File: src/hw/nat_pkg.sv
// shared lane numbering, word bundle type and TTL/protocol word view
// for the NAT header rewrite pipeline
`default_nettype none

package nat_pkg;

    ////////////////////////////////////////////////////////////
    // lane numbering

    // one lane per 16-bit header word touched by the rewrite
    localparam int num_lanes = 5;

    localparam int lane_ttl_proto = 0;
    localparam int lane_src_hi    = 1;
    localparam int lane_src_lo    = 2;
    localparam int lane_dst_hi    = 3;
    localparam int lane_dst_lo    = 4;

    ////////////////////////////////////////////////////////////
    // types

    // ttl sits in the upper byte, as on the wire
    typedef struct packed {
        logic [7:0] ttl;
        logic [7:0] protocol;
    } ttl_proto_t;

    // same header word, seen as a checksum operand or as two fields
    typedef union packed {
        logic [15:0] word;
        ttl_proto_t  fields;
    } ttl_proto_u;

    // old or new words of every lane, index = lane number
    typedef logic [num_lanes-1:0][15:0] word_array_t;

endpackage

`default_nettype wire

File: src/hw/nat_field_select.sv
// field selector: splits the header into lane words, builds the rewritten
// words and flags headers whose TTL runs out
`timescale 1ns/1ps
`default_nettype none

module nat_field_select (
    input  wire logic                 clk,
    input  wire logic                 arst_n,
    input  wire logic                 hdr_valid,
    input  wire logic [15:0]          hdr_checksum,
    input  wire nat_pkg::ttl_proto_u  hdr_ttl_proto,
    input  wire logic [31:0]          hdr_src_addr,
    input  wire logic [31:0]          hdr_dst_addr,
    input  wire logic                 src_rewrite_en,
    input  wire logic                 dst_rewrite_en,
    input  wire logic [31:0]          nat_src_addr,
    input  wire logic [31:0]          nat_dst_addr,
    output logic                      sel_valid,
    output logic [15:0]               sel_checksum,
    output nat_pkg::word_array_t      sel_old_words,
    output nat_pkg::word_array_t      sel_new_words,
    output logic                      sel_expired
);

    logic                 expiring;
    nat_pkg::ttl_proto_u  ttl_proto_dec;
    nat_pkg::word_array_t old_words;
    nat_pkg::word_array_t new_words;

    ////////////////////////////////////////////////////////////
    // word pairs

    // ttl of 0 or 1 cannot be forwarded
    assign expiring = (hdr_ttl_proto.fields.ttl <= 8'd1);

    always_comb begin
        ttl_proto_dec            = hdr_ttl_proto;
        ttl_proto_dec.fields.ttl = hdr_ttl_proto.fields.ttl - 8'd1;
    end

    always_comb begin
        old_words[nat_pkg::lane_ttl_proto] = hdr_ttl_proto.word;
        old_words[nat_pkg::lane_src_hi]    = hdr_src_addr[31:16];
        old_words[nat_pkg::lane_src_lo]    = hdr_src_addr[15:0];
        old_words[nat_pkg::lane_dst_hi]    = hdr_dst_addr[31:16];
        old_words[nat_pkg::lane_dst_lo]    = hdr_dst_addr[15:0];
    end

    // an expiring header keeps its old words, so every lane patch is a no-op
    always_comb begin
        new_words = old_words;
        if (!expiring) begin
            new_words[nat_pkg::lane_ttl_proto] = ttl_proto_dec.word;
            if (src_rewrite_en) begin
                new_words[nat_pkg::lane_src_hi] = nat_src_addr[31:16];
                new_words[nat_pkg::lane_src_lo] = nat_src_addr[15:0];
            end
            if (dst_rewrite_en) begin
                new_words[nat_pkg::lane_dst_hi] = nat_dst_addr[31:16];
                new_words[nat_pkg::lane_dst_lo] = nat_dst_addr[15:0];
            end
        end
    end

    ////////////////////////////////////////////////////////////
    // output register

    always_ff @(posedge clk or negedge arst_n) begin
        if (!arst_n) begin
            sel_valid     <= 1'b0;
            sel_checksum  <= '0;
            sel_old_words <= '0;
            sel_new_words <= '0;
            sel_expired   <= 1'b0;
        end else begin
            sel_valid     <= hdr_valid;
            sel_checksum  <= hdr_checksum;
            sel_old_words <= old_words;
            sel_new_words <= new_words;
            // flag only travels with a real header
            sel_expired   <= hdr_valid & expiring;
        end
    end

endmodule

`default_nettype wire

File: src/hw/csum_update_stage.sv
// one lane of the incremental checksum chain (RFC 1624, eqn. 3)
`timescale 1ns/1ps
`default_nettype none

module csum_update_stage #(
    parameter int lane = 0
) (
    input  wire logic                  clk,
    input  wire logic                  arst_n,
    input  wire logic                  in_valid,
    input  wire logic [15:0]           in_checksum,
    input  wire nat_pkg::word_array_t  in_old_words,
    input  wire nat_pkg::word_array_t  in_new_words,
    input  wire logic                  in_expired,
    output logic                       out_valid,
    output logic [15:0]                out_checksum,
    output nat_pkg::word_array_t       out_old_words,
    output nat_pkg::word_array_t       out_new_words,
    output logic                       out_expired
);

    logic [15:0] old_word;
    logic [15:0] new_word;
    logic [17:0] raw_sum;
    logic [16:0] fold_1;
    logic [15:0] fold_2;

    assign old_word = in_old_words[lane];
    assign new_word = in_new_words[lane];

    // ~hc + ~m + m', three 16-bit terms fit in 18 bits
    assign raw_sum = {2'b00, ~in_checksum} + {2'b00, ~old_word} + {2'b00, new_word};

    // end-around carry, second fold catches the carry of the first
    assign fold_1 = {1'b0, raw_sum[15:0]} + {15'd0, raw_sum[17:16]};
    assign fold_2 = fold_1[15:0] + {15'd0, fold_1[16]};

    always_ff @(posedge clk or negedge arst_n) begin
        if (!arst_n) begin
            out_valid     <= 1'b0;
            out_checksum  <= '0;
            out_old_words <= '0;
            out_new_words <= '0;
            out_expired   <= 1'b0;
        end else begin
            out_valid     <= in_valid;
            out_checksum  <= ~fold_2;
            out_old_words <= in_old_words;
            out_new_words <= in_new_words;
            out_expired   <= in_expired;
        end
    end

endmodule

`default_nettype wire

File: src/hw/nat_output_stage.sv
// output stage: rebuilds the header fields from the lane words and holds
// the last result between headers
`timescale 1ns/1ps
`default_nettype none

module nat_output_stage (
    input  wire logic                  clk,
    input  wire logic                  arst_n,
    input  wire logic                  in_valid,
    input  wire logic [15:0]           in_checksum,
    input  wire nat_pkg::word_array_t  in_new_words,
    input  wire logic                  in_expired,
    output logic                       out_valid,
    output logic [15:0]                out_checksum,
    output nat_pkg::ttl_proto_u        out_ttl_proto,
    output logic [31:0]                out_src_addr,
    output logic [31:0]                out_dst_addr,
    output logic                       out_expired
);

    nat_pkg::ttl_proto_u ttl_proto_word;
    logic [31:0]         src_addr;
    logic [31:0]         dst_addr;

    ////////////////////////////////////////////////////////////
    // field reassembly

    assign ttl_proto_word.word = in_new_words[nat_pkg::lane_ttl_proto];

    assign src_addr = {in_new_words[nat_pkg::lane_src_hi], in_new_words[nat_pkg::lane_src_lo]};
    assign dst_addr = {in_new_words[nat_pkg::lane_dst_hi], in_new_words[nat_pkg::lane_dst_lo]};

    ////////////////////////////////////////////////////////////
    // result registers

    always_ff @(posedge clk or negedge arst_n) begin
        if (!arst_n) begin
            out_valid   <= 1'b0;
            out_expired <= 1'b0;
        end else begin
            out_valid   <= in_valid;
            out_expired <= in_valid & in_expired;
        end
    end

    // data loads only with a header, so the fields stay put in idle cycles
    always_ff @(posedge clk or negedge arst_n) begin
        if (!arst_n) begin
            out_checksum  <= '0;
            out_ttl_proto <= '0;
            out_src_addr  <= '0;
            out_dst_addr  <= '0;
        end else if (in_valid) begin
            out_checksum                <= in_checksum;
            out_ttl_proto.fields.ttl      <= ttl_proto_word.fields.ttl;
            out_ttl_proto.fields.protocol <= ttl_proto_word.fields.protocol;
            out_src_addr                <= src_addr;
            out_dst_addr                <= dst_addr;
        end
    end

endmodule

`default_nettype wire

File: src/hw/nat_rewrite_top.sv
// NAT header rewriter top level: field selector, checksum update chain
// and output stage, 7 cycles from hdr_valid to out_valid
`timescale 1ns/1ps
`default_nettype none

module nat_rewrite_top (
    input  wire logic                 clk,
    input  wire logic                 arst_n,
    input  wire logic                 hdr_valid,
    input  wire logic [15:0]          hdr_checksum,
    input  wire nat_pkg::ttl_proto_u  hdr_ttl_proto,
    input  wire logic [31:0]          hdr_src_addr,
    input  wire logic [31:0]          hdr_dst_addr,
    input  wire logic                 src_rewrite_en,
    input  wire logic                 dst_rewrite_en,
    input  wire logic [31:0]          nat_src_addr,
    input  wire logic [31:0]          nat_dst_addr,
    output logic                      out_valid,
    output logic [15:0]               out_checksum,
    output nat_pkg::ttl_proto_u       out_ttl_proto,
    output logic [31:0]               out_src_addr,
    output logic [31:0]               out_dst_addr,
    output logic                      out_expired
);

    ////////////////////////////////////////////////////////////
    // chain links

    // link 0 is the selector output, link k+1 the output of lane k
    logic                 chain_valid     [0:nat_pkg::num_lanes];
    logic [15:0]          chain_checksum  [0:nat_pkg::num_lanes];
    nat_pkg::word_array_t chain_old_words [0:nat_pkg::num_lanes];
    nat_pkg::word_array_t chain_new_words [0:nat_pkg::num_lanes];
    logic                 chain_expired   [0:nat_pkg::num_lanes];

    ////////////////////////////////////////////////////////////
    // field selection

    nat_field_select u_select (
        .clk            (clk),
        .arst_n         (arst_n),
        .hdr_valid      (hdr_valid),
        .hdr_checksum   (hdr_checksum),
        .hdr_ttl_proto  (hdr_ttl_proto),
        .hdr_src_addr   (hdr_src_addr),
        .hdr_dst_addr   (hdr_dst_addr),
        .src_rewrite_en (src_rewrite_en),
        .dst_rewrite_en (dst_rewrite_en),
        .nat_src_addr   (nat_src_addr),
        .nat_dst_addr   (nat_dst_addr),
        .sel_valid      (chain_valid[0]),
        .sel_checksum   (chain_checksum[0]),
        .sel_old_words  (chain_old_words[0]),
        .sel_new_words  (chain_new_words[0]),
        .sel_expired    (chain_expired[0])
    );

    ////////////////////////////////////////////////////////////
    // checksum update chain, one stage per lane

    for (genvar k = 0; k < nat_pkg::num_lanes; k++) begin : g_lane
        csum_update_stage #(
            .lane (k)
        ) u_stage (
            .clk           (clk),
            .arst_n        (arst_n),
            .in_valid      (chain_valid[k]),
            .in_checksum   (chain_checksum[k]),
            .in_old_words  (chain_old_words[k]),
            .in_new_words  (chain_new_words[k]),
            .in_expired    (chain_expired[k]),
            .out_valid     (chain_valid[k+1]),
            .out_checksum  (chain_checksum[k+1]),
            .out_old_words (chain_old_words[k+1]),
            .out_new_words (chain_new_words[k+1]),
            .out_expired   (chain_expired[k+1])
        );
    end

    ////////////////////////////////////////////////////////////
    // output stage

    nat_output_stage u_output (
        .clk           (clk),
        .arst_n        (arst_n),
        .in_valid      (chain_valid[nat_pkg::num_lanes]),
        .in_checksum   (chain_checksum[nat_pkg::num_lanes]),
        .in_new_words  (chain_new_words[nat_pkg::num_lanes]),
        .in_expired    (chain_expired[nat_pkg::num_lanes]),
        .out_valid     (out_valid),
        .out_checksum  (out_checksum),
        .out_ttl_proto (out_ttl_proto),
        .out_src_addr  (out_src_addr),
        .out_dst_addr  (out_dst_addr),
        .out_expired   (out_expired)
    );

endmodule

`default_nettype wire

File: config.mk
export PLATFORM = sky130hd
export DESIGN_NAME = nat_rewrite_top
export DESIGN_NICKNAME = d
export VERILOG_FILES = /design/src/hw/nat_pkg.sv /design/src/hw/nat_field_select.sv /design/src/hw/csum_update_stage.sv /design/src/hw/nat_output_stage.sv /design/src/hw/nat_rewrite_top.sv
export SDC_FILE = /design/constraint.sdc
export NUM_CORES = 1
export LEC_CHECK = 0
export BUFFER_PORTS_ARGS = -buffer_cell sky130_fd_sc_hd__buf_2
export CAP_MARGIN = 10
export CORE_ASPECT_RATIO = 0.6
export CORE_MARGIN = 2
export CORE_UTILIZATION = 60
export DETAILED_ROUTE_END_ITERATION = 10
export PLACE_DENSITY_LB_ADDON = 0.2
export SETUP_SLACK_MARGIN = 0.1
export SLEW_MARGIN = 30
export SYNTH_ARGS = -nofsm -noshare
export SYNTH_HDL_FRONTEND = slang
export SYNTH_SLANG_ARGS = --single-unit
File: constraint.sdc
create_clock -name clk -period 18.1 [get_ports clk]
set_input_delay 1.81 -clock clk [delete_from_list [all_inputs] [get_ports clk]]
set_output_delay 1.81 -clock clk [all_outputs]
set_load 0.05 [all_outputs]
After elaboration in Yosys (flattened, before gate mapping). Cells that the tools add are included.

$lt $le $gt $ge: 1. Multiplexer cells: 3. Bitwise logic cells: 17. Add/subtract/negate cells: 21.

Operator list (count): inverter 16 bit (15); adder 18 x 16 -> 18 bit (5); adder 16 x 16 -> 17 bit (5); adder 16 x 2 -> 17 bit (5); adder 16 x 1 -> 16 bit (5); 2-to-1 mux 80 bit (1); 2-to-1 mux 32 bit (2); less-or-equal comparator 8 x 1 -> 1 bit, second input constant (1); subtractor 8 x 1 -> 8 bit, second input constant (1); AND 1 bit (2).

Output and inout bits: 98. Word-level logic and storage cells: 111. Register bits: 926. Bits of input ports: 165.

Logic depth before layout (Yosys ltp).
Word-level depth: 6. Depth in mapped cells: 41. Mapped depth without buffers: 40.

Hierarchy. Synthesis repeated with hierarchy kept, for this count alone.

Cells, all modules: 2662. Area, all modules: 41751.3 µm².

Modules (own cells, without submodules): csum_update_stage (g_lane[0].u_stage ...) (cells each 413, seq. area each 4454.3 µm², area each 6429.9 µm², instances 2); csum_update_stage (g_lane[4].u_stage) (cells each 462, seq. area each 4454.3 µm², area each 6626.4 µm², instances 1); csum_update_stage (g_lane[3].u_stage) (cells each 441, seq. area each 4454.3 µm², area each 6505.0 µm², instances 1); csum_update_stage (g_lane[2].u_stage) (cells each 441, seq. area each 4454.3 µm², area each 6392.4 µm², instances 1); nat_field_select (cells each 286, seq. area each 4254.1 µm², area each 5632.9 µm², instances 1); nat_output_stage (cells each 206, seq. area each 2452.4 µm², area each 3734.8 µm², instances 1).

Least setup slack after synthesis. No wires, ideal clock.

Path kind: reg2reg. Start: register u_select.sel_old_words[1] in the netlist's numbering. End: register g_lane[0].u_stage.out_checksum[15]. Clock period less this slack: 7.077 ns. Cell stages (with the launch flop): 37. Path buffers: 0. Data arrival time: 6.998 ns. Setup time: 0.079 ns. Slack: 11.023 ns. Data required time: 18.021 ns. Cell sequence: dfrtp_1 -> inv_1 -> ha_1 -> a21o_1 -> a21oi_1 -> o21ai_0 -> a21oi_1 -> nor2b_1 -> o21a_1 -> o31a_1 -> o41ai_1 -> xnor2_1 -> ha_1 -> or3_1 -> nor3_1 -> nor3_1 -> a31o_2 -> a21o_1 -> a21oi_1 -> xor2_1 -> ha_1 -> fa_1 -> nand2_1 -> nor4b_1 -> nand4_1 -> nor2_1 -> nand2_1 -> nor3_1 -> ha_1 -> and3_1 -> nand4_1 -> a2111oi_0 -> o21ai_0 -> nor3_1 -> o31ai_1 -> a21oi_1 -> xor2_1.

Word-level cells in the longest chain between the ends: 6.

RTL lines: from (decl) (line nat_field_select.sv:20) `output nat_pkg::word_array_t sel_old_words,`; from (signal assigned) (line nat_field_select.sv:78) `sel_old_words <= old_words;`; inverter 16 bit (line csum_update_stage.sv:32) `assign raw_sum = {2'b00, ~in_checksum} + {2'b00, ~old_word} + {2'b00, new_word};`; adder 16 x 16 -> 17 bit (line csum_update_stage.sv:32); adder 18 x 16 -> 18 bit (line csum_update_stage.sv:32); adder 16 x 2 -> 17 bit (line csum_update_stage.sv:35) `assign fold_1 = {1'b0, raw_sum[15:0]} + {15'd0, raw_sum[17:16]};`; adder 16 x 1 -> 16 bit (line csum_update_stage.sv:36) `assign fold_2 = fold_1[15:0] + {15'd0, fold_1[16]};`; inverter 16 bit (line csum_update_stage.sv:47) `out_checksum <= ~fold_2;`; to (signal assigned) (line csum_update_stage.sv:47); to (decl) (line csum_update_stage.sv:16) `output logic [15:0] out_checksum,`.

No other way between the ends. A chain may end at the register's enable or synchronous reset.

Worst setup path in the final report.
Start: register g_lane[1].u_stage.out_checksum[0]. End: register g_lane[2].u_stage.out_checksum[15].

Word-level cells in the longest chain between the ends: 6.

RTL lines (line): from (decl) (csum_update_stage.sv:16); from (signal assigned) (csum_update_stage.sv:47); inverter 16 bit (csum_update_stage.sv:32); adder 16 x 16 -> 17 bit (csum_update_stage.sv:32); adder 18 x 16 -> 18 bit (csum_update_stage.sv:32); adder 16 x 2 -> 17 bit (csum_update_stage.sv:35); adder 16 x 1 -> 16 bit (csum_update_stage.sv:36); inverter 16 bit (csum_update_stage.sv:47); to (signal assigned) (csum_update_stage.sv:47); to (decl) (csum_update_stage.sv:16).

No other way between the ends.

==> impl_metrics.toml <==
[grt]
antenna_found_initial = 5
grt_max_degree = 183
grtUsageTotal_pct = 23.81
grt_pass1_vias = 20690
grt_first_pass_wirelength_um = 113300
overflow = 0

[clock_network]
ctsHtreeMaxLevel = 3
clockRootBuffer = "clkbuf_16"
cts_tree = "done"
post_cts_resized = 0
clockBufferDepth = 3
clock_sinks = 918
cts_setup_buffers = 0
cts_hold_buf = 0
cts_inserted_buffers = 79
path_clk_slew_ns = 0.07
clkLatencyLatePin_ns = 0.63

[hold_path]
hold_path_class = "reg -> reg"

[place]
io_buffer_count = 262
dpl.cell_count = 3674
gp_congestion = 0.9357
pre_cts_ws_ns = 9.872
hpwl_um = 50040

[final_layout]
final_layout_size_suffix_gt1_share_pct = 19.99
area_delta_synth_final_pct = 14.17
fin_cells = 3820
layout.nets = 3337

[logic_synthesis]
synth_ff_type = "dfrtp_1"
syn_nets = 3013
async_reset_ff_share_pct = 100.0
syn_area_um2 = 35690
synth_warnings = 0
synth-seq-area-share_pct = 64.36
synth.distinct_cells = 96
synthCells = 2651
synth.largest_area_cell = "dfrtp_1"
synth_area_leaders = "dfrtp_1 (64%), ha_1 (6.4%), mux2_2 (5.0%), xnor2_1 (4.0%), inv_1 (2.6%)"
ys_seq_elements = 918
synth_edf_count = 0
yosysTopAreaCellShare_pct = 64.36
avgSynthCellArea_um2 = 13.46

[power]
powerDensity_nw_per_um2 = 205.3
cellLeakagePower_nw = 19.05
irDropWorstVdd_mv = 0.1118
total_power_w = 0.008363

[sta]
skew_ns = 0.01567
final-hold-violation-count = 0
setup_slack_ns = 9.662
setup_viol_count_final = 0
maxSlewHeadroom_pct = 35.71
worstMarginPinSlew_ns = 0.9644
fin_crit_sh_pct = 46.62
tns_ns = 0
slew_violations = 0
post-route-min-period_ns = 8.438
rsz0062_at_grt = "no"
max_freq_mhz = 118.5

[detailed_routing]
drc = 0
postRouteAntennaNets = 0
viasPerCell = 5.389
drt_first_pass_iters = 6
drt_iter0_drc = 1458
wire_per_inst_um = 18.52
vias = 20590
drt-total-wl_um = 70770

[die]
start_util_pct = 60.53
core_region_area_um2 = 58970
die-area_um2 = 61520
die_x_um = 318.9
rows = 69
num_io_pins = 263
die_height_um = 192.9

[worst_setup_path]
slowest_stage = "nor4b_2"
critPathKind = "reg -> reg"
crit_path_start_kind = "register"
cpPeakStageDelay_ns = 0.44
crit_arrival_ns = 8.99
cp-end-kind = "register"
cp_max_fo = 7
cp.required_ns = 18.65

[job]
drv_cap = 0

[outcome]
status = "completed"
-- path summary, 6_finish.rpt --
kind / start / end / slack, ns / cells past startpoint
max: g_lane[1].u_stage.out_checksum[0] / g_lane[2].u_stage.out_checksum[15] / 9.66 / 38
min: g_lane[1].u_stage.out_new_words[67] / g_lane[2].u_stage.out_new_words[67] / 0.34 / 0
max reg2reg: g_lane[1].u_stage.out_checksum[0] / g_lane[2].u_stage.out_checksum[15] / 9.66 / 38
min reg2reg: g_lane[1].u_stage.out_new_words[67] / g_lane[2].u_stage.out_new_words[67] / 0.34 / 0
max in group asynchronous: arst_n / g_lane[0].u_stage.out_new_words[72] / 13.72 / 5
min in group asynchronous: arst_n / g_lane[0].u_stage.out_new_words[44] / 1.23 / 1
-- worst max-delay path: cells and delay by family (launching register included) --
family,cells,cell delay [ns]
and+or+nand+nor,15,3.02
buffers and inverters,2,0.12
AOI/OAI and AO/OA,12,2.68
adders and majority gates,6,1.69
xor gates and xnor gates,3,0.49
DFF,1,0.36
-- stage by stage --
step	hold slack, ns	cell area (um2)	utilization, %
CTS	0.3358	40700	69.02
detailed placement	0.3347	38000	64.44
global route	0.3343	40750	69.10
floorplan	0.3312	35690	-
finish	0.3408	40750	69.10
global placement	0.3313	37970	64.39
-- Yosys cell counts, types with 8 or more instances --
cell type  number
nor3b_1         8
o31ai_1        11
ha_1          182
nand3b_1        8
nand2_1        91
o21bai_1       16
nor2_1        115
nand4_1        11
dfrtp_1       918
mux2_2        160
a21oi_1        92
nand3_1        42
a31oi_1         9
nor3_1         45
xnor2_1       162
o31a_1         13
clkbuf_1       20
inv_1         243
nor4_1         13
or3_1          18
and3_1         18
o21ai_0        76
xor2_1         66
a211oi_1       14
fa_1           15
a21o_1         30
nand2b_1       23
and2_1         13
a21boi_0       12
nor2b_1        29
o21a_1         28
-- placed cells by master, fill, tap and decap left out, types with 13 or more instances in the layout --
| cell type | netlist | final |
|---|---|---|
| fa_1 | 15 | 15 |
| buf_2 | 4 | 261 |
| nand2_1 | 91 | 91 |
| nand2b_1 | 23 | 21 |
| ha_1 | 182 | 182 |
| and3_1 | 18 | 18 |
| xnor2_1 | 162 | 162 |
| or3_1 | 18 | 18 |
| mux2_2 | 160 | 160 |
| o21ai_0 | 76 | 76 |
| and2_1 | 13 | 13 |
| nor2b_1 | 29 | 29 |
| o21bai_1 | 16 | 16 |
| dfrtp_1 | 918 | 917 |
| inv_1 | 243 | 243 |
| clkinv_2 | 0 | 18 |
| a21oi_1 | 92 | 92 |
| clkbuf_16 | 0 | 82 |
| nor2_1 | 115 | 115 |
| o31a_1 | 13 | 13 |
| nand3_1 | 42 | 42 |
| a211oi_1 | 14 | 14 |
| a21o_1 | 30 | 30 |
| xor2_1 | 66 | 66 |
| clkbuf_8 | 0 | 14 |
| o21a_1 | 28 | 28 |
| nor3_1 | 45 | 45 |
-- layer usage --
| layer | vias up | global-route usage (%) | routed length [um] |
|---|---|---|---|
| li1 | 9676 | - | - |
| met1 | 10270 | 36.92 | 34960 |
| met2 | 549 | 34.43 | 30370 |
| met3 | 88 | 4.680 | 4030 |
| met4 | 0 | 6.726 | 1398 |
| met5 | - | 0 | 0 |
-- cell families after synthesis --
kind of cell,count (synthesis),synth area share [%]
XOR/XNOR,234,5.869
AND/OR/NAND/NOR,476,7.106
adder cells (fa/ha/maj),197,7.222
flip-flops,918,64.36
AO/OA/AOI/OAI,388,7.380
buffers and inverters,275,2.927
multiplexers,163,5.132
-- flip-flops by register name (all words and copies together), names as in the netlist --
register and flops:
g_lane.u_stage.out_new_words 400, u_select.sel_checksum 16, u_output.out_valid 1, u_output.out_expired 1, u_select.sel_expired 1, u_select.sel_valid 1
g_lane.u_stage.out_expired 5, g_lane.u_stage.out_checksum 80, u_output.out_ttl_proto 16, u_output.out_src_addr 32, g_lane.u_stage.out_valid 5, u_select.sel_new_words 72
u_output.out_dst_addr 32, g_lane.u_stage.out_old_words 160, u_select.sel_old_words 80, u_output.out_checksum 16
-- power breakdown --
group          internal, W  total [W]  switching, W
sequential         0.00233    0.00244      0.000108
combinational      0.00158    0.00418       0.00260
clock              0.00100    0.00174      0.000736
total              0.00492    0.00836       0.00345
-- cell type report --
class / instances / area (um2)
Clock buffer: 107 / 2286
Fill cell: 3988 / 18220
Multi-Input combinational cell: 1458 / 11690
Clock inverter: 35 / 411.6
Antenna cell: 3 / 7.507
Tap cell: 781 / 977.2
Sequential cell: 918 / 22980
Inverter: 243 / 912.1
Timing Repair Buffer: 275 / 1486
Power figures use the tool's default switching activity.
